$ cat config.mk
export PLATFORM = sky130hd
export DESIGN_NAME = cache_top
export DESIGN_NICKNAME = d
export VERILOG_FILES = /design/src/source/cache_pkg.sv /design/src/source/cache_front_end.sv /design/src/source/cache_memory.sv /design/src/source/cache_write_buffer.sv /design/src/source/cache_back_end.sv /design/src/source/cache_control.sv /design/src/source/cache_top.sv
export VERILOG_INCLUDE_DIRS = /design/src /design/src/include
export SDC_FILE = /design/constraint.sdc
export NUM_CORES = 2
export LEC_CHECK = 0
export BUFFER_PORTS_ARGS = -buffer_cell sky130_fd_sc_hd__buf_2
export CORE_UTILIZATION = 55
export CTS_CLUSTER_DIAMETER = 200
export DETAILED_ROUTE_END_ITERATION = 6
export PLACE_DENSITY = 0.67
export RECOVER_POWER = 100
export REMOVE_ABC_BUFFERS = 1
export SYNTH_ARGS = -nofsm -noshare
export SYNTH_HDL_FRONTEND = slang
export SYNTH_HIERARCHICAL = 1
export SYNTH_SLANG_ARGS = --single-unit
$ cat constraint.sdc
create_clock -name clk_i -period 7.1 [get_ports clk_i]
set_input_delay 1.42 -clock clk_i [delete_from_list [all_inputs] [get_ports clk_i]]
set_output_delay 1.42 -clock clk_i [all_outputs]
set_load 0.1 [all_outputs]
$ cat src/include/cache_settings.svh
`ifndef CACHE_SETTINGS_SVH
`define CACHE_SETTINGS_SVH

// word geometry
`define CACHE_DATA_W 32
`define CACHE_NBYTES 4

// front-end word address, split into tag, line index and word offset
`define CACHE_FE_ADDR_W 12
`define CACHE_NLINES_W 4
`define CACHE_WORD_OFFSET_W 2
`define CACHE_TAG_W (`CACHE_FE_ADDR_W - `CACHE_NLINES_W - `CACHE_WORD_OFFSET_W)

// memory side is byte addressed
`define CACHE_BE_ADDR_W 16

`define CACHE_WTB_DEPTH_W 2
`define CACHE_CTRL_ADDR_W 3

`endif

$ cat src/source/cache_pkg.sv
`default_nettype none

`include "cache_settings.svh"

package cache_pkg;

   typedef logic [`CACHE_DATA_W-1:0]        word_t;
   typedef logic [`CACHE_NBYTES-1:0]        strb_t;
   typedef logic [`CACHE_FE_ADDR_W-1:0]     fe_addr_t;
   typedef logic [`CACHE_TAG_W-1:0]         tag_t;
   typedef logic [`CACHE_NLINES_W-1:0]      index_t;
   typedef logic [`CACHE_WORD_OFFSET_W-1:0] offset_t;
   typedef logic [`CACHE_BE_ADDR_W-1:0]     be_addr_t;
   typedef logic [`CACHE_CTRL_ADDR_W-1:0]   ctrl_addr_t;

   // request held by the front end for the whole access
   typedef struct packed {
      fe_addr_t addr;
      word_t    wdata;
      strb_t    wstrb;
      logic     write;
   } fe_req_t;

   typedef struct packed {
      fe_addr_t addr;
      word_t    data;
      strb_t    strb;
   } wtb_entry_t;

   typedef struct packed {
      logic read_hit;
      logic read_miss;
      logic write_hit;
      logic write_miss;
   } cache_events_t;

   typedef enum logic [1:0] {MEM_IDLE, MEM_DRAIN, MEM_FILL, MEM_RESPOND} mem_state_e;
   typedef enum logic [1:0] {BE_IDLE, BE_WRITE, BE_READ} be_state_e;

   // control register map
   localparam ctrl_addr_t CTRL_READ_HITS   = 3'd0;
   localparam ctrl_addr_t CTRL_READ_MISSES = 3'd1;
   localparam ctrl_addr_t CTRL_WRITE_HITS  = 3'd2;
   localparam ctrl_addr_t CTRL_WRITE_MISSES = 3'd3;
   localparam ctrl_addr_t CTRL_STATUS      = 3'd4;
   localparam ctrl_addr_t CTRL_INVALIDATE  = 3'd5;
   localparam ctrl_addr_t CTRL_CLEAR       = 3'd6;

endpackage

`default_nettype wire

$ cat src/source/cache_front_end.sv
`timescale 1ns/1ps
`default_nettype none

`include "cache_settings.svh"

module cache_front_end (
   input  wire                      clk_i,
   input  wire                      arst_n_i,
   // host port, top address bit selects the control registers
   input  wire                      req_i,
   input  wire [`CACHE_FE_ADDR_W:0] addr_i,
   input  cache_pkg::word_t         wdata_i,
   input  cache_pkg::strb_t         wstrb_i,
   output logic                     ack_o,
   output cache_pkg::word_t         rdata_o,
   // registered request shared by memory and control
   output cache_pkg::fe_req_t       fe_req_o,
   output logic                     mem_req_o,
   input  wire                      mem_ack_i,
   input  cache_pkg::word_t         mem_rdata_i,
   output logic                     ctrl_req_o,
   input  wire                      ctrl_ack_i,
   input  cache_pkg::word_t         ctrl_rdata_i
);

   logic ctrl_sel;

   assign ctrl_sel = addr_i[`CACHE_FE_ADDR_W];

   always_ff @(posedge clk_i or negedge arst_n_i) begin
      if (!arst_n_i) begin
         mem_req_o  <= 1'b0;
         ctrl_req_o <= 1'b0;
      end else begin
         mem_req_o  <= req_i && !ctrl_sel;
         ctrl_req_o <= req_i && ctrl_sel;
      end
   end

   // request stays stable until the ack, host does not issue before that
   always_ff @(posedge clk_i) begin
      if (req_i) begin
         fe_req_o.addr  <= addr_i[`CACHE_FE_ADDR_W-1:0];
         fe_req_o.wdata <= wdata_i;
         fe_req_o.wstrb <= wstrb_i;
         fe_req_o.write <= |wstrb_i;
      end
   end

   // only one side answers per access
   assign ack_o   = mem_ack_i || ctrl_ack_i;
   assign rdata_o = ctrl_ack_i ? ctrl_rdata_i : mem_rdata_i;

endmodule

`default_nettype wire

$ cat src/source/cache_memory.sv
`timescale 1ns/1ps
`default_nettype none

`include "cache_settings.svh"

module cache_memory (
   input  wire                     clk_i,
   input  wire                     arst_n_i,
   input  cache_pkg::fe_req_t      fe_req_i,
   input  wire                     req_i,
   output logic                    ack_o,
   output cache_pkg::word_t        rdata_o,
   input  wire                     invalidate_i,
   // write-through buffer
   input  wire                     wtb_full_i,
   input  wire                     wtb_empty_i,
   output logic                    wtb_push_o,
   output cache_pkg::wtb_entry_t   wtb_entry_o,
   // line fill from the back end
   output logic                    fill_req_o,
   output cache_pkg::fe_addr_t     fill_addr_o,
   input  wire                     fill_valid_i,
   input  cache_pkg::offset_t      fill_offset_i,
   input  cache_pkg::word_t        fill_data_i,
   input  wire                     fill_done_i,
   output cache_pkg::cache_events_t events_o
);

   localparam int NLINES = 2 ** `CACHE_NLINES_W;
   localparam int NWORDS = 2 ** (`CACHE_NLINES_W + `CACHE_WORD_OFFSET_W);

   cache_pkg::mem_state_e state_q;
   logic                  pend_q;
   logic [NLINES-1:0]     valid_q;
   cache_pkg::tag_t       tag_mem [NLINES];
   cache_pkg::word_t      data_mem [NWORDS];

   cache_pkg::tag_t    req_tag;
   cache_pkg::index_t  req_idx;
   cache_pkg::offset_t req_off;
   logic               idle_req;
   logic               hit;
   logic               do_write;
   logic               do_read;
   logic               fill_end;

   assign req_tag = fe_req_i.addr[`CACHE_FE_ADDR_W-1 -: `CACHE_TAG_W];
   assign req_idx = fe_req_i.addr[`CACHE_WORD_OFFSET_W +: `CACHE_NLINES_W];
   assign req_off = fe_req_i.addr[`CACHE_WORD_OFFSET_W-1:0];

   // a write stalled on a full buffer is retried from pend_q
   assign idle_req = (state_q == cache_pkg::MEM_IDLE) && (req_i || pend_q);
   assign hit      = valid_q[req_idx] && (tag_mem[req_idx] == req_tag);
   assign do_write = idle_req && fe_req_i.write && !wtb_full_i;
   assign do_read  = idle_req && !fe_req_i.write;
   assign fill_end = (state_q == cache_pkg::MEM_FILL) && fill_done_i;

   // every write goes through, hit or miss
   assign wtb_push_o        = do_write;
   assign wtb_entry_o.addr  = fe_req_i.addr;
   assign wtb_entry_o.data  = fe_req_i.wdata;
   assign wtb_entry_o.strb  = fe_req_i.wstrb;

   assign fill_req_o  = (state_q == cache_pkg::MEM_FILL);
   assign fill_addr_o = {req_tag, req_idx, {`CACHE_WORD_OFFSET_W{1'b0}}};

   assign events_o.read_hit   = do_read && hit;
   assign events_o.read_miss  = do_read && !hit;
   assign events_o.write_hit  = do_write && hit;
   assign events_o.write_miss = do_write && !hit;

   always_ff @(posedge clk_i or negedge arst_n_i) begin
      if (!arst_n_i) begin
         state_q <= cache_pkg::MEM_IDLE;
         pend_q  <= 1'b0;
         ack_o   <= 1'b0;
         valid_q <= '0;
      end else begin
         pend_q <= idle_req && fe_req_i.write && wtb_full_i;
         ack_o  <= do_write || (do_read && hit) || fill_end;
         case (state_q)
            cache_pkg::MEM_IDLE:
               if (do_read && !hit) state_q <= cache_pkg::MEM_DRAIN;
            // older writes must reach memory before the line is fetched
            cache_pkg::MEM_DRAIN:
               if (wtb_empty_i) state_q <= cache_pkg::MEM_FILL;
            cache_pkg::MEM_FILL:
               if (fill_done_i) begin
                  valid_q[req_idx] <= 1'b1;
                  state_q          <= cache_pkg::MEM_RESPOND;
               end
            default:
               state_q <= cache_pkg::MEM_IDLE;
         endcase
         // flash clear wins over a fill ending in the same cycle
         if (invalidate_i) valid_q <= '0;
      end
   end

   always_ff @(posedge clk_i) begin
      if (do_write && hit) begin
         for (int b = 0; b < `CACHE_NBYTES; b++) begin
            if (fe_req_i.wstrb[b])
               data_mem[{req_idx, req_off}][8*b +: 8] <= fe_req_i.wdata[8*b +: 8];
         end
      end
      if (fill_req_o && fill_valid_i) data_mem[{req_idx, fill_offset_i}] <= fill_data_i;
      if (fill_end) tag_mem[req_idx] <= req_tag;
      if (do_read && hit) rdata_o <= data_mem[{req_idx, req_off}];
      // requested word may be the one arriving right now
      if (fill_end)
         rdata_o <= (fill_offset_i == req_off) ? fill_data_i : data_mem[{req_idx, req_off}];
   end

endmodule

`default_nettype wire

$ cat src/source/cache_write_buffer.sv
`timescale 1ns/1ps
`default_nettype none

`include "cache_settings.svh"

module cache_write_buffer #(
   parameter int DEPTH_W = `CACHE_WTB_DEPTH_W
) (
   input  wire                   clk_i,
   input  wire                   arst_n_i,
   input  wire                   push_i,
   input  cache_pkg::wtb_entry_t entry_i,
   input  wire                   pop_i,
   output cache_pkg::wtb_entry_t entry_o,
   output logic                  empty_o,
   output logic                  full_o
);

   localparam int DEPTH = 2 ** DEPTH_W;

   cache_pkg::wtb_entry_t mem [DEPTH];
   logic [DEPTH_W-1:0]    wr_ptr_q;
   logic [DEPTH_W-1:0]    rd_ptr_q;
   logic [DEPTH_W:0]      count_q;

   always_ff @(posedge clk_i or negedge arst_n_i) begin
      if (!arst_n_i) begin
         wr_ptr_q <= '0;
         rd_ptr_q <= '0;
         count_q  <= '0;
      end else begin
         if (push_i) wr_ptr_q <= wr_ptr_q + 1'b1;
         if (pop_i) rd_ptr_q <= rd_ptr_q + 1'b1;
         if (push_i && !pop_i) count_q <= count_q + 1'b1;
         else if (pop_i && !push_i) count_q <= count_q - 1'b1;
      end
   end

   always_ff @(posedge clk_i) begin
      if (push_i) mem[wr_ptr_q] <= entry_i;
   end

   // head entry is visible without a read strobe
   assign entry_o = mem[rd_ptr_q];
   assign empty_o = (count_q == '0);
   assign full_o  = count_q[DEPTH_W];

endmodule

`default_nettype wire

$ cat src/source/cache_back_end.sv
`timescale 1ns/1ps
`default_nettype none

`include "cache_settings.svh"

module cache_back_end (
   input  wire                   clk_i,
   input  wire                   arst_n_i,
   // write-through buffer head
   input  cache_pkg::wtb_entry_t wtb_entry_i,
   input  wire                   wtb_empty_i,
   output logic                  wtb_pop_o,
   // line fill
   input  wire                   fill_req_i,
   input  cache_pkg::fe_addr_t   fill_addr_i,
   output logic                  fill_valid_o,
   output cache_pkg::offset_t    fill_offset_o,
   output cache_pkg::word_t      fill_data_o,
   output logic                  fill_done_o,
   // memory-side port
   output logic                  be_req_o,
   output cache_pkg::be_addr_t   be_addr_o,
   output cache_pkg::word_t      be_wdata_o,
   output cache_pkg::strb_t      be_wstrb_o,
   input  cache_pkg::word_t      be_rdata_i,
   input  wire                   be_ack_i
);

   localparam int NBYTES_W = $clog2(`CACHE_NBYTES);

   cache_pkg::be_state_e state_q;
   cache_pkg::offset_t   cnt_q;
   logic                 issue;

   function automatic cache_pkg::be_addr_t byte_addr(input cache_pkg::fe_addr_t waddr);
      byte_addr = cache_pkg::be_addr_t'({waddr, {NBYTES_W{1'b0}}});
   endfunction

   // one idle cycle between words, then the next access goes out
   assign issue = (state_q != cache_pkg::BE_IDLE) && !be_req_o;

   assign wtb_pop_o     = (state_q == cache_pkg::BE_WRITE) && be_ack_i;
   assign fill_valid_o  = (state_q == cache_pkg::BE_READ) && be_ack_i;
   assign fill_offset_o = cnt_q;
   assign fill_data_o   = be_rdata_i;
   assign fill_done_o   = fill_valid_o && (cnt_q == '1);

   always_ff @(posedge clk_i or negedge arst_n_i) begin
      if (!arst_n_i) begin
         state_q  <= cache_pkg::BE_IDLE;
         cnt_q    <= '0;
         be_req_o <= 1'b0;
      end else begin
         if (issue) be_req_o <= 1'b1;
         else if (be_ack_i) be_req_o <= 1'b0;
         case (state_q)
            // fill first, memory drained the buffer before asking
            cache_pkg::BE_IDLE:
               if (fill_req_i) begin
                  cnt_q   <= '0;
                  state_q <= cache_pkg::BE_READ;
               end else if (!wtb_empty_i) begin
                  state_q <= cache_pkg::BE_WRITE;
               end
            cache_pkg::BE_WRITE:
               if (be_ack_i) state_q <= cache_pkg::BE_IDLE;
            cache_pkg::BE_READ:
               if (be_ack_i) begin
                  cnt_q <= cnt_q + 1'b1;
                  if (fill_done_o) state_q <= cache_pkg::BE_IDLE;
               end
            default:
               state_q <= cache_pkg::BE_IDLE;
         endcase
      end
   end

   always_ff @(posedge clk_i) begin
      if (issue && state_q == cache_pkg::BE_READ) begin
         be_addr_o  <= byte_addr({fill_addr_i[`CACHE_FE_ADDR_W-1:`CACHE_WORD_OFFSET_W], cnt_q});
         be_wstrb_o <= '0;
      end else if (issue) begin
         be_addr_o  <= byte_addr(wtb_entry_i.addr);
         be_wdata_o <= wtb_entry_i.data;
         be_wstrb_o <= wtb_entry_i.strb;
      end
   end

endmodule

`default_nettype wire

$ cat src/source/cache_control.sv
`timescale 1ns/1ps
`default_nettype none

`include "cache_settings.svh"

module cache_control (
   input  wire                      clk_i,
   input  wire                      arst_n_i,
   input  wire                      req_i,
   input  cache_pkg::fe_req_t       fe_req_i,
   input  cache_pkg::cache_events_t events_i,
   input  wire                      wtb_empty_i,
   input  wire                      wtb_full_i,
   output logic                     ack_o,
   output cache_pkg::word_t         rdata_o,
   output logic                     invalidate_o
);

   cache_pkg::ctrl_addr_t reg_sel;
   cache_pkg::word_t      cnt_q [4];
   logic [3:0]            ev;
   logic                  wr;

   assign reg_sel = fe_req_i.addr[`CACHE_CTRL_ADDR_W-1:0];
   assign wr      = req_i && fe_req_i.write;
   // bit i lines up with counter register i
   assign ev = {events_i.write_miss, events_i.write_hit, events_i.read_miss, events_i.read_hit};

   always_ff @(posedge clk_i or negedge arst_n_i) begin
      if (!arst_n_i) begin
         ack_o        <= 1'b0;
         invalidate_o <= 1'b0;
         for (int i = 0; i < 4; i++) cnt_q[i] <= '0;
      end else begin
         ack_o        <= req_i;
         invalidate_o <= wr && (reg_sel == cache_pkg::CTRL_INVALIDATE);
         for (int i = 0; i < 4; i++) begin
            if (wr && reg_sel == cache_pkg::CTRL_CLEAR) cnt_q[i] <= '0;
            else if (ev[i]) cnt_q[i] <= cnt_q[i] + 1'b1;
         end
      end
   end

   always_ff @(posedge clk_i) begin
      if (req_i) begin
         if (reg_sel < cache_pkg::CTRL_STATUS) rdata_o <= cnt_q[reg_sel[1:0]];
         else if (reg_sel == cache_pkg::CTRL_STATUS)
            rdata_o <= cache_pkg::word_t'({wtb_full_i, wtb_empty_i});
         else rdata_o <= '0;
      end
   end

endmodule

`default_nettype wire

$ cat src/source/cache_top.sv
`timescale 1ns/1ps
`default_nettype none

`include "cache_settings.svh"

module cache_top (
   input  wire                      clk_i,
   input  wire                      arst_n_i,
   // processor side
   input  wire                      req_i,
   input  wire [`CACHE_FE_ADDR_W:0] addr_i,
   input  cache_pkg::word_t         wdata_i,
   input  cache_pkg::strb_t         wstrb_i,
   output cache_pkg::word_t         rdata_o,
   output logic                     ack_o,
   // memory side
   output logic                     be_req_o,
   output cache_pkg::be_addr_t      be_addr_o,
   output cache_pkg::word_t         be_wdata_o,
   output cache_pkg::strb_t         be_wstrb_o,
   input  cache_pkg::word_t         be_rdata_i,
   input  wire                      be_ack_i,
   // chain to other cache levels
   input  wire                      invalidate_i,
   output logic                     invalidate_o,
   input  wire                      wtb_empty_i,
   output logic                     wtb_empty_o
);

   cache_pkg::fe_req_t       fe_req;
   cache_pkg::word_t         mem_rdata;
   cache_pkg::word_t         ctrl_rdata;
   cache_pkg::cache_events_t events;
   cache_pkg::wtb_entry_t    wtb_in;
   cache_pkg::wtb_entry_t    wtb_out;
   cache_pkg::fe_addr_t      fill_addr;
   cache_pkg::offset_t       fill_offset;
   cache_pkg::word_t         fill_data;
   logic mem_req, mem_ack, ctrl_req, ctrl_ack, ctrl_invalidate;
   logic wtb_push, wtb_pop, wtb_full, wtb_empty;
   logic fill_req, fill_valid, fill_done;

   assign invalidate_o = ctrl_invalidate || invalidate_i;
   assign wtb_empty_o  = wtb_empty && wtb_empty_i;

   cache_front_end front_end (
      .clk_i(clk_i), .arst_n_i(arst_n_i),
      .req_i(req_i), .addr_i(addr_i), .wdata_i(wdata_i), .wstrb_i(wstrb_i),
      .ack_o(ack_o), .rdata_o(rdata_o), .fe_req_o(fe_req),
      .mem_req_o(mem_req), .mem_ack_i(mem_ack), .mem_rdata_i(mem_rdata),
      .ctrl_req_o(ctrl_req), .ctrl_ack_i(ctrl_ack), .ctrl_rdata_i(ctrl_rdata)
   );

   cache_memory memory (
      .clk_i(clk_i), .arst_n_i(arst_n_i),
      .fe_req_i(fe_req), .req_i(mem_req), .ack_o(mem_ack), .rdata_o(mem_rdata),
      .invalidate_i(invalidate_o),
      .wtb_full_i(wtb_full), .wtb_empty_i(wtb_empty),
      .wtb_push_o(wtb_push), .wtb_entry_o(wtb_in),
      .fill_req_o(fill_req), .fill_addr_o(fill_addr), .fill_valid_i(fill_valid),
      .fill_offset_i(fill_offset), .fill_data_i(fill_data), .fill_done_i(fill_done),
      .events_o(events)
   );

   cache_write_buffer #(.DEPTH_W(`CACHE_WTB_DEPTH_W)) write_buffer (
      .clk_i(clk_i), .arst_n_i(arst_n_i),
      .push_i(wtb_push), .entry_i(wtb_in), .pop_i(wtb_pop),
      .entry_o(wtb_out), .empty_o(wtb_empty), .full_o(wtb_full)
   );

   cache_back_end back_end (
      .clk_i(clk_i), .arst_n_i(arst_n_i),
      .wtb_entry_i(wtb_out), .wtb_empty_i(wtb_empty), .wtb_pop_o(wtb_pop),
      .fill_req_i(fill_req), .fill_addr_i(fill_addr), .fill_valid_o(fill_valid),
      .fill_offset_o(fill_offset), .fill_data_o(fill_data), .fill_done_o(fill_done),
      .be_req_o(be_req_o), .be_addr_o(be_addr_o), .be_wdata_o(be_wdata_o),
      .be_wstrb_o(be_wstrb_o), .be_rdata_i(be_rdata_i), .be_ack_i(be_ack_i)
   );

   cache_control control (
      .clk_i(clk_i), .arst_n_i(arst_n_i),
      .req_i(ctrl_req), .fe_req_i(fe_req), .events_i(events),
      .wtb_empty_i(wtb_empty), .wtb_full_i(wtb_full),
      .ack_o(ctrl_ack), .rdata_o(ctrl_rdata), .invalidate_o(ctrl_invalidate)
   );

endmodule

`default_nettype wire

======== Word-level counts from Yosys, hierarchy flattened ========
Memory sizes are Yosys's and may differ from the RTL's. A register that Yosys moved wholly into a read port is not among the register bits.
Index checks and enable logic that the tools add are counted.
operators by class
  $add $sub $neg .......................... 9
  magnitude comparators ................... 4
  equality and inequality tests ........... 18
  mux-type cells .......................... 66
  bitwise logic cells ..................... 3
  reductions and logical operators ........ 60
operators by type and width
  cell                     count
  $mux W32                 16
  $add A32 B1 Y32 const B  4
  $bmux W32 S2             1
  $mux W16                 3
  $reduce_or A32 Y1        1
  $mux W14                 2
  $logic_and A1 B1 Y1      26
  $reduce_bool A2 Y1       12
  $mux W1                  22
  $mux W2                  11
  $or A16 B16 Y16          1
  $mux W6                  2
  $pmux W2 S3              2
  $ne A2 B2 Y1 const B     5
  $eq A3 B3 Y1 const B     3
  $mux W4                  2
  $logic_not A1 Y1         7
  $add A2 B1 Y2 const B    3
  $eq A2 B2 Y1 const B     3
  $eq A6 B6 Y1             1
  $mux W3                  2
  $reduce_and A3 Y1        2
  $logic_or A1 B1 Y1       5
  $lt A4 B5 Y1 const B     1
  other kinds (19)         23
storage, ports and cells
  bits in registers ....................... 325
  memory bits (writable) .................. 2336
  output and inout bits ................... 88
  memories kept ........................... 3
memories
  memory            words  bits a word  rd ports  clocked after Yosys merged registers in  wr ports  line                      RTL
  memory.data_mem   64     32           1         1                                        1         cache_memory.sv:36        cache_pkg::word_t data_mem [NWORDS];
  write_buffer.mem  4      48           1         0                                        1         cache_write_buffer.sv:21  cache_pkg::wtb_entry_t mem [DEPTH];
  memory.tag_mem    16     6            1         1                                        1         cache_memory.sv:35        cache_pkg::tag_t tag_mem [NLINES];

======== Longest topological paths before layout ========
  depth after elaboration ................. 8
  mapped depth ............................ 19
  mapped depth without buffers ............ 12

======== Cells and area by module ========
The synthesis kept the hierarchy.
modules (own cells, without submodules)
  module              instances  cells an instance  area each (µm²)
  cache_memory        1          3770               87300.0
  cache_control       1          831                8744.6
  cache_write_buffer  1          284                7368.3
  cache_back_end      1          130                2213.4
  cache_front_end     1          91                 2088.3
  cache_top           1          2                  12.5

======== Worst setup path before layout ========
OpenSTA, ideal clock, no wires.
  path type ............................... register -> register
  from .................................... reg front_end/fe_req_o[39] (netlist name)
  to ...................................... reg memory.rdata_o[0] (enable)
  arrival time ............................ 4.689 ns
  data required time ...................... 6.634 ns
  slack ................................... 1.946 ns
  cell stages (with the launch flop) ...... 10
  path buffers ............................ 2
  cell sequence ........................... edfxtp_1 > buf_6 > buf_6 > mux4_2 > mux2i_1 > xor2_1 > a31oi_1 > nor3_4 > nand2_1 > o21ai_0
between the ends
  word-level cells in the longest chain between the ends .. 5
RTL lines
  element                              line                   RTL
  start: declaration                   cache_front_end.sv:17  output cache_pkg::fe_req_t fe_req_o,
  $bmux W1 S4                          cache_memory.sv:53     assign hit = valid_q[req_idx] && (tag_mem[req_idx] == req_tag);
  $mux W1 (not written as such)        cache_memory.sv:53
  $logic_and A1 B1 Y1                  cache_memory.sv:53
  $logic_and A1 B1 Y1                  cache_memory.sv:109    if (do_read && hit) rdata_o <= data_mem[{req_idx, req_off}];
  $reduce_bool A2 Y1 (no source line)  -
  end signal: assignment               cache_memory.sv:109
  end signal: assignment               cache_memory.sv:112    rdata_o <= (fill_offset_i == req_off) ? fill_data_i : data_mem[{req_idx, req_off}];
  end: declaration                     cache_memory.sv:12     output cache_pkg::word_t rdata_o,
Every way passes these cells. The select of a mux whose other input is x is not followed.
A chain may end at the register's enable or synchronous reset.

======== Worst setup path after layout ========
  from .................................... reg memory.state_q[0]
  to ...................................... mem memory/data_mem[32][2] (netlist name) (enable)
RTL lines
  element                                                     line                 RTL
  start: declaration                                          cache_memory.sv:32   cache_pkg::mem_state_e state_q;
  start signal: assignment                                    cache_memory.sv:74   state_q <= cache_pkg::MEM_IDLE;
  start signal: assignment                                    cache_memory.sv:83   if (do_read && !hit) state_q <= cache_pkg::MEM_DRAIN;
  start signal: assignment                                    cache_memory.sv:86   if (wtb_empty_i) state_q <= cache_pkg::MEM_FILL;
  $eq A2 B2 Y1 (*)                                            cache_memory.sv:64   assign fill_req_o = (state_q == cache_pkg::MEM_FILL);
  net fill_req                                                cache_top.sv:41      logic fill_req, fill_valid, fill_done;
  $logic_and A1 B1 Y1 (*)                                     cache_memory.sv:107  if (fill_req_o && fill_valid_i) data_mem[{req_idx, fill_offset_i}] <= fill_data_i;
  $mux W1 (*)                                                 cache_memory.sv:107
  $mux W1 (not written as such) (*)                           cache_memory.sv:107
  $reduce_or A32 Y1 (no source line)                          -
  $mux W6 (no source line) / $mux W4 (equally long branches)  -
  end: declaration                                            cache_memory.sv:36
Mark *: on every way through the listed nets, which the timed path passes. The rest lies on a longest branch.

==> impl_metrics.csv <==
group,metric,value,unit
status,status,"finished with violations",
status,violations,"capacitance limit, slew limit",
power,p_leak,0.0370,µW
cells_and_area,area.sequential,79000,µm²
setup_path,r2r-start,"memory/state_q[0]$_DFFE_PN0P_",
global_route,grt_pass1_vias,52300,
clock_tree,clkLatencyLatePin,0.93,ns
cells_and_area,area_delta_synth_final,9.45,%
placed_design,dpl.hpwl,163,mm
synthesis,yosysWarnings,6,
floorplanning,row_count,162,
setup_path,crit_start,"memory/state_q[0]$_DFFE_PN0P_",
sta,skew,0.0509,ns
sta,relSlewSlack,-276,%
placed_design,gp_congestion,0.846,
floorplanning,coreArea,195000,µm²
routing,detail_route.wl_per_cell,32.9,µm
routing,dr.pass1.iters,5,
setup_path,criticalPathCategory,"flip-flop to flip-flop",
setup_path,critPathCaptureType,"flip-flop",
cells_and_area,fin_util,60.5,%
cells_and_area,nets,5374,
min_path,min_from,"memory/valid_q[7]$_DFFE_PN0P_",
clock_tree,cts_setup_buffers,0,
global_route,overflow,0,
sta,fin_crit,6.60,ns
synthesis,synth_area,108000,µm²
clock_tree,tritoncts,"yes",
sta,rsz0062_at_grt,"no",
floorplanning,die-area,198000,µm²
synthesis,avgSynthCellArea,21.1,µm²
power,powerDensity,310,nW/µm²
routing,drt_iter0_drc,6296,
sta,final_max_slew_viol_count,1663,
routing,drtAntennaViolNets,0,
power,irDropWorstVdd,0.306,mV
global_route,grt_pass1_wl,382,mm
floorplanning,start_util,55.3,%
min_path,hold_path.class,"flip-flop to flip-flop",
routing,postRouteWirelength,266,mm
synthesis,synth_cells,5105,
sta,timing.hold.ws,0.499,ns
clock_tree,post_cts_resized,0,
routing,vias,52800,
setup_path,required,7.67,ns
min_path,min_path_cells,2,
floorplanning,die_w,445,µm
clock_tree,cts_hold_buf,0,
cells_and_area,final_cells,8087,
placed_design,dp_cells,7611,
setup_path,reg2reg_depth,8,
clock_tree,cts_sinks,2661,
setup_path,crit_fanout,28,
placed_design,place_ws,1.11,ns
floorplanning,fp.dieH,445,µm
clock_tree,root_buffer,"clkbuf_16",
setup_path,cp.arrival,7.17,ns
sta,hold_viol_final,0,
cells_and_area,fillers,13700,
global_route,grt_use_total,27.2,%
placed_design,port_buffers,170,
floorplanning,io_pins,175,
sta,finalSetupViolCount,0,
routing,drc,0,
sta,worst_pin_slew,5.63,ns
routing,viasPerCell,6.53,
global_route,antenna_found_initial,13,
clock_tree,h-tree-depth,5,
setup_path,cp-start-kind,"flip-flop",
cells_and_area,layout-drive-gt1-share,26.4,%
clock_tree,cts_buffers,283,
cells_and_area,multi_input_comb_area,25500,µm²
clock_tree,clk_pin_slew,0.06,ns
sta,tns,0,ns
sta,setup_ws,0.503,ns
job,maxCapViolCount,36,
global_route,grt_max_degree,107,
sta,min_period_over_period,92.9,%
sta,fmax,152,MHz
clock_tree,clk_path_buf_depth,4,
[per-stage QoR]
stage / cell area [µm²] / power (µW)
CTS: 119000 / 36900
floorplan: 105000 / 22400
global placement: 111000 / 23200
global route: 118000 / 37600
detailed placement: 111000 / 23300
finish: 118000 / 36600
[worst max-delay path: stages (launching register included)]
cell	delay, ns
dfrtp_1	0.41
inv_1	0.11
ha_1	0.37
and2_0	0.96
clkbuf_1	1.66
nor3_1	0.27
o21ai_2	1.51
clkbuf_1	0.65
nor3_2	0.27
[layout make-up]
| cell class | instances | area share (%) |
|---|---|---|
| diodes | 9 | 0.0191 |
| flip-flops and latches | 2661 | 67.1 |
| well taps | 2624 | 2.78 |
| inverters | 24 | 0.0828 |
| repair buffers | 285 | 1.30 |
| clock inverters | 92 | 0.586 |
| clock buffers | 375 | 6.51 |
| multi-input cells | 2017 | 21.7 |
[sequential cells by signal, summed over array words and instances, names as in the netlist, 2 cells and up]
register	count
write_buffer/wr_ptr_q	2
back_end/fill_offset_o	2
memory/tag_mem	96
memory/valid_q	16
back_end/state_q	2
memory/state_q	2
write_buffer/mem	192
control/cnt_q	128
control/rdata_o	32
front_end/fe_req_o	49
write_buffer/count_q	3
back_end/be_wstrb_o	4
back_end/be_addr_o	12
memory/rdata_o	32
back_end/be_wdata_o	32
memory/data_mem	2048
write_buffer/rd_ptr_q	2
[cell usage in the layout, fill, tap and decap left out, drive strengths merged, types with 14 or more instances in the layout]
master / count
edfxtp: 2493
clkinv: 76
o31ai: 52
clkbuf: 531
or4: 63
o21ai: 32
nand3: 57
xor2: 36
and2: 17
nor3: 242
buf: 129
ha: 14
xnor2: 20
nor2b: 40
dfrtp: 164
mux2: 78
and4: 16
and3: 16
or3: 32
inv: 25
nor2: 131
a21oi: 78
nand4: 47
mux4: 777
nand2: 172
mux2i: 19
[metal layers]
metal	global-route usage [%]	share of wire [%]	vias to the layer above	routed length [µm]
met5	0	0.010	-	27
met4	11.0	4.3	4	11400
met3	4.63	8.2	443	21700
met2	42.2	48	2502	127000
met1	39.1	40	28300	106000
li1	-	-	21500	-
[report_power, final]
part | switching [µW] | total, µW | internal (µW)
registers | 359 | 18500 | 18100
logic | 3130 | 4450 | 1320
clock network | 5740 | 13600 | 7910
total | 9220 | 36600 | 27400
[final timing paths]
path | to | slack, ns
hold / removal | memory/valid_q[7]$_DFFE_PN0P_ | 0.50
setup / recovery | memory/data_mem[32][2]$_DFFE_PP_ | 0.50
setup reg to reg | memory/data_mem[32][2]$_DFFE_PP_ | 0.50
max in group asynchronous | memory/valid_q[11]$_DFFE_PN0P_ | 2.70
hold reg to reg | memory/valid_q[7]$_DFFE_PN0P_ | 0.50
min in group asynchronous | control/cnt_q[52]$_DFFE_PN0P_ | 0.62
No activity file was read; power rests on OpenSTA's default activity.
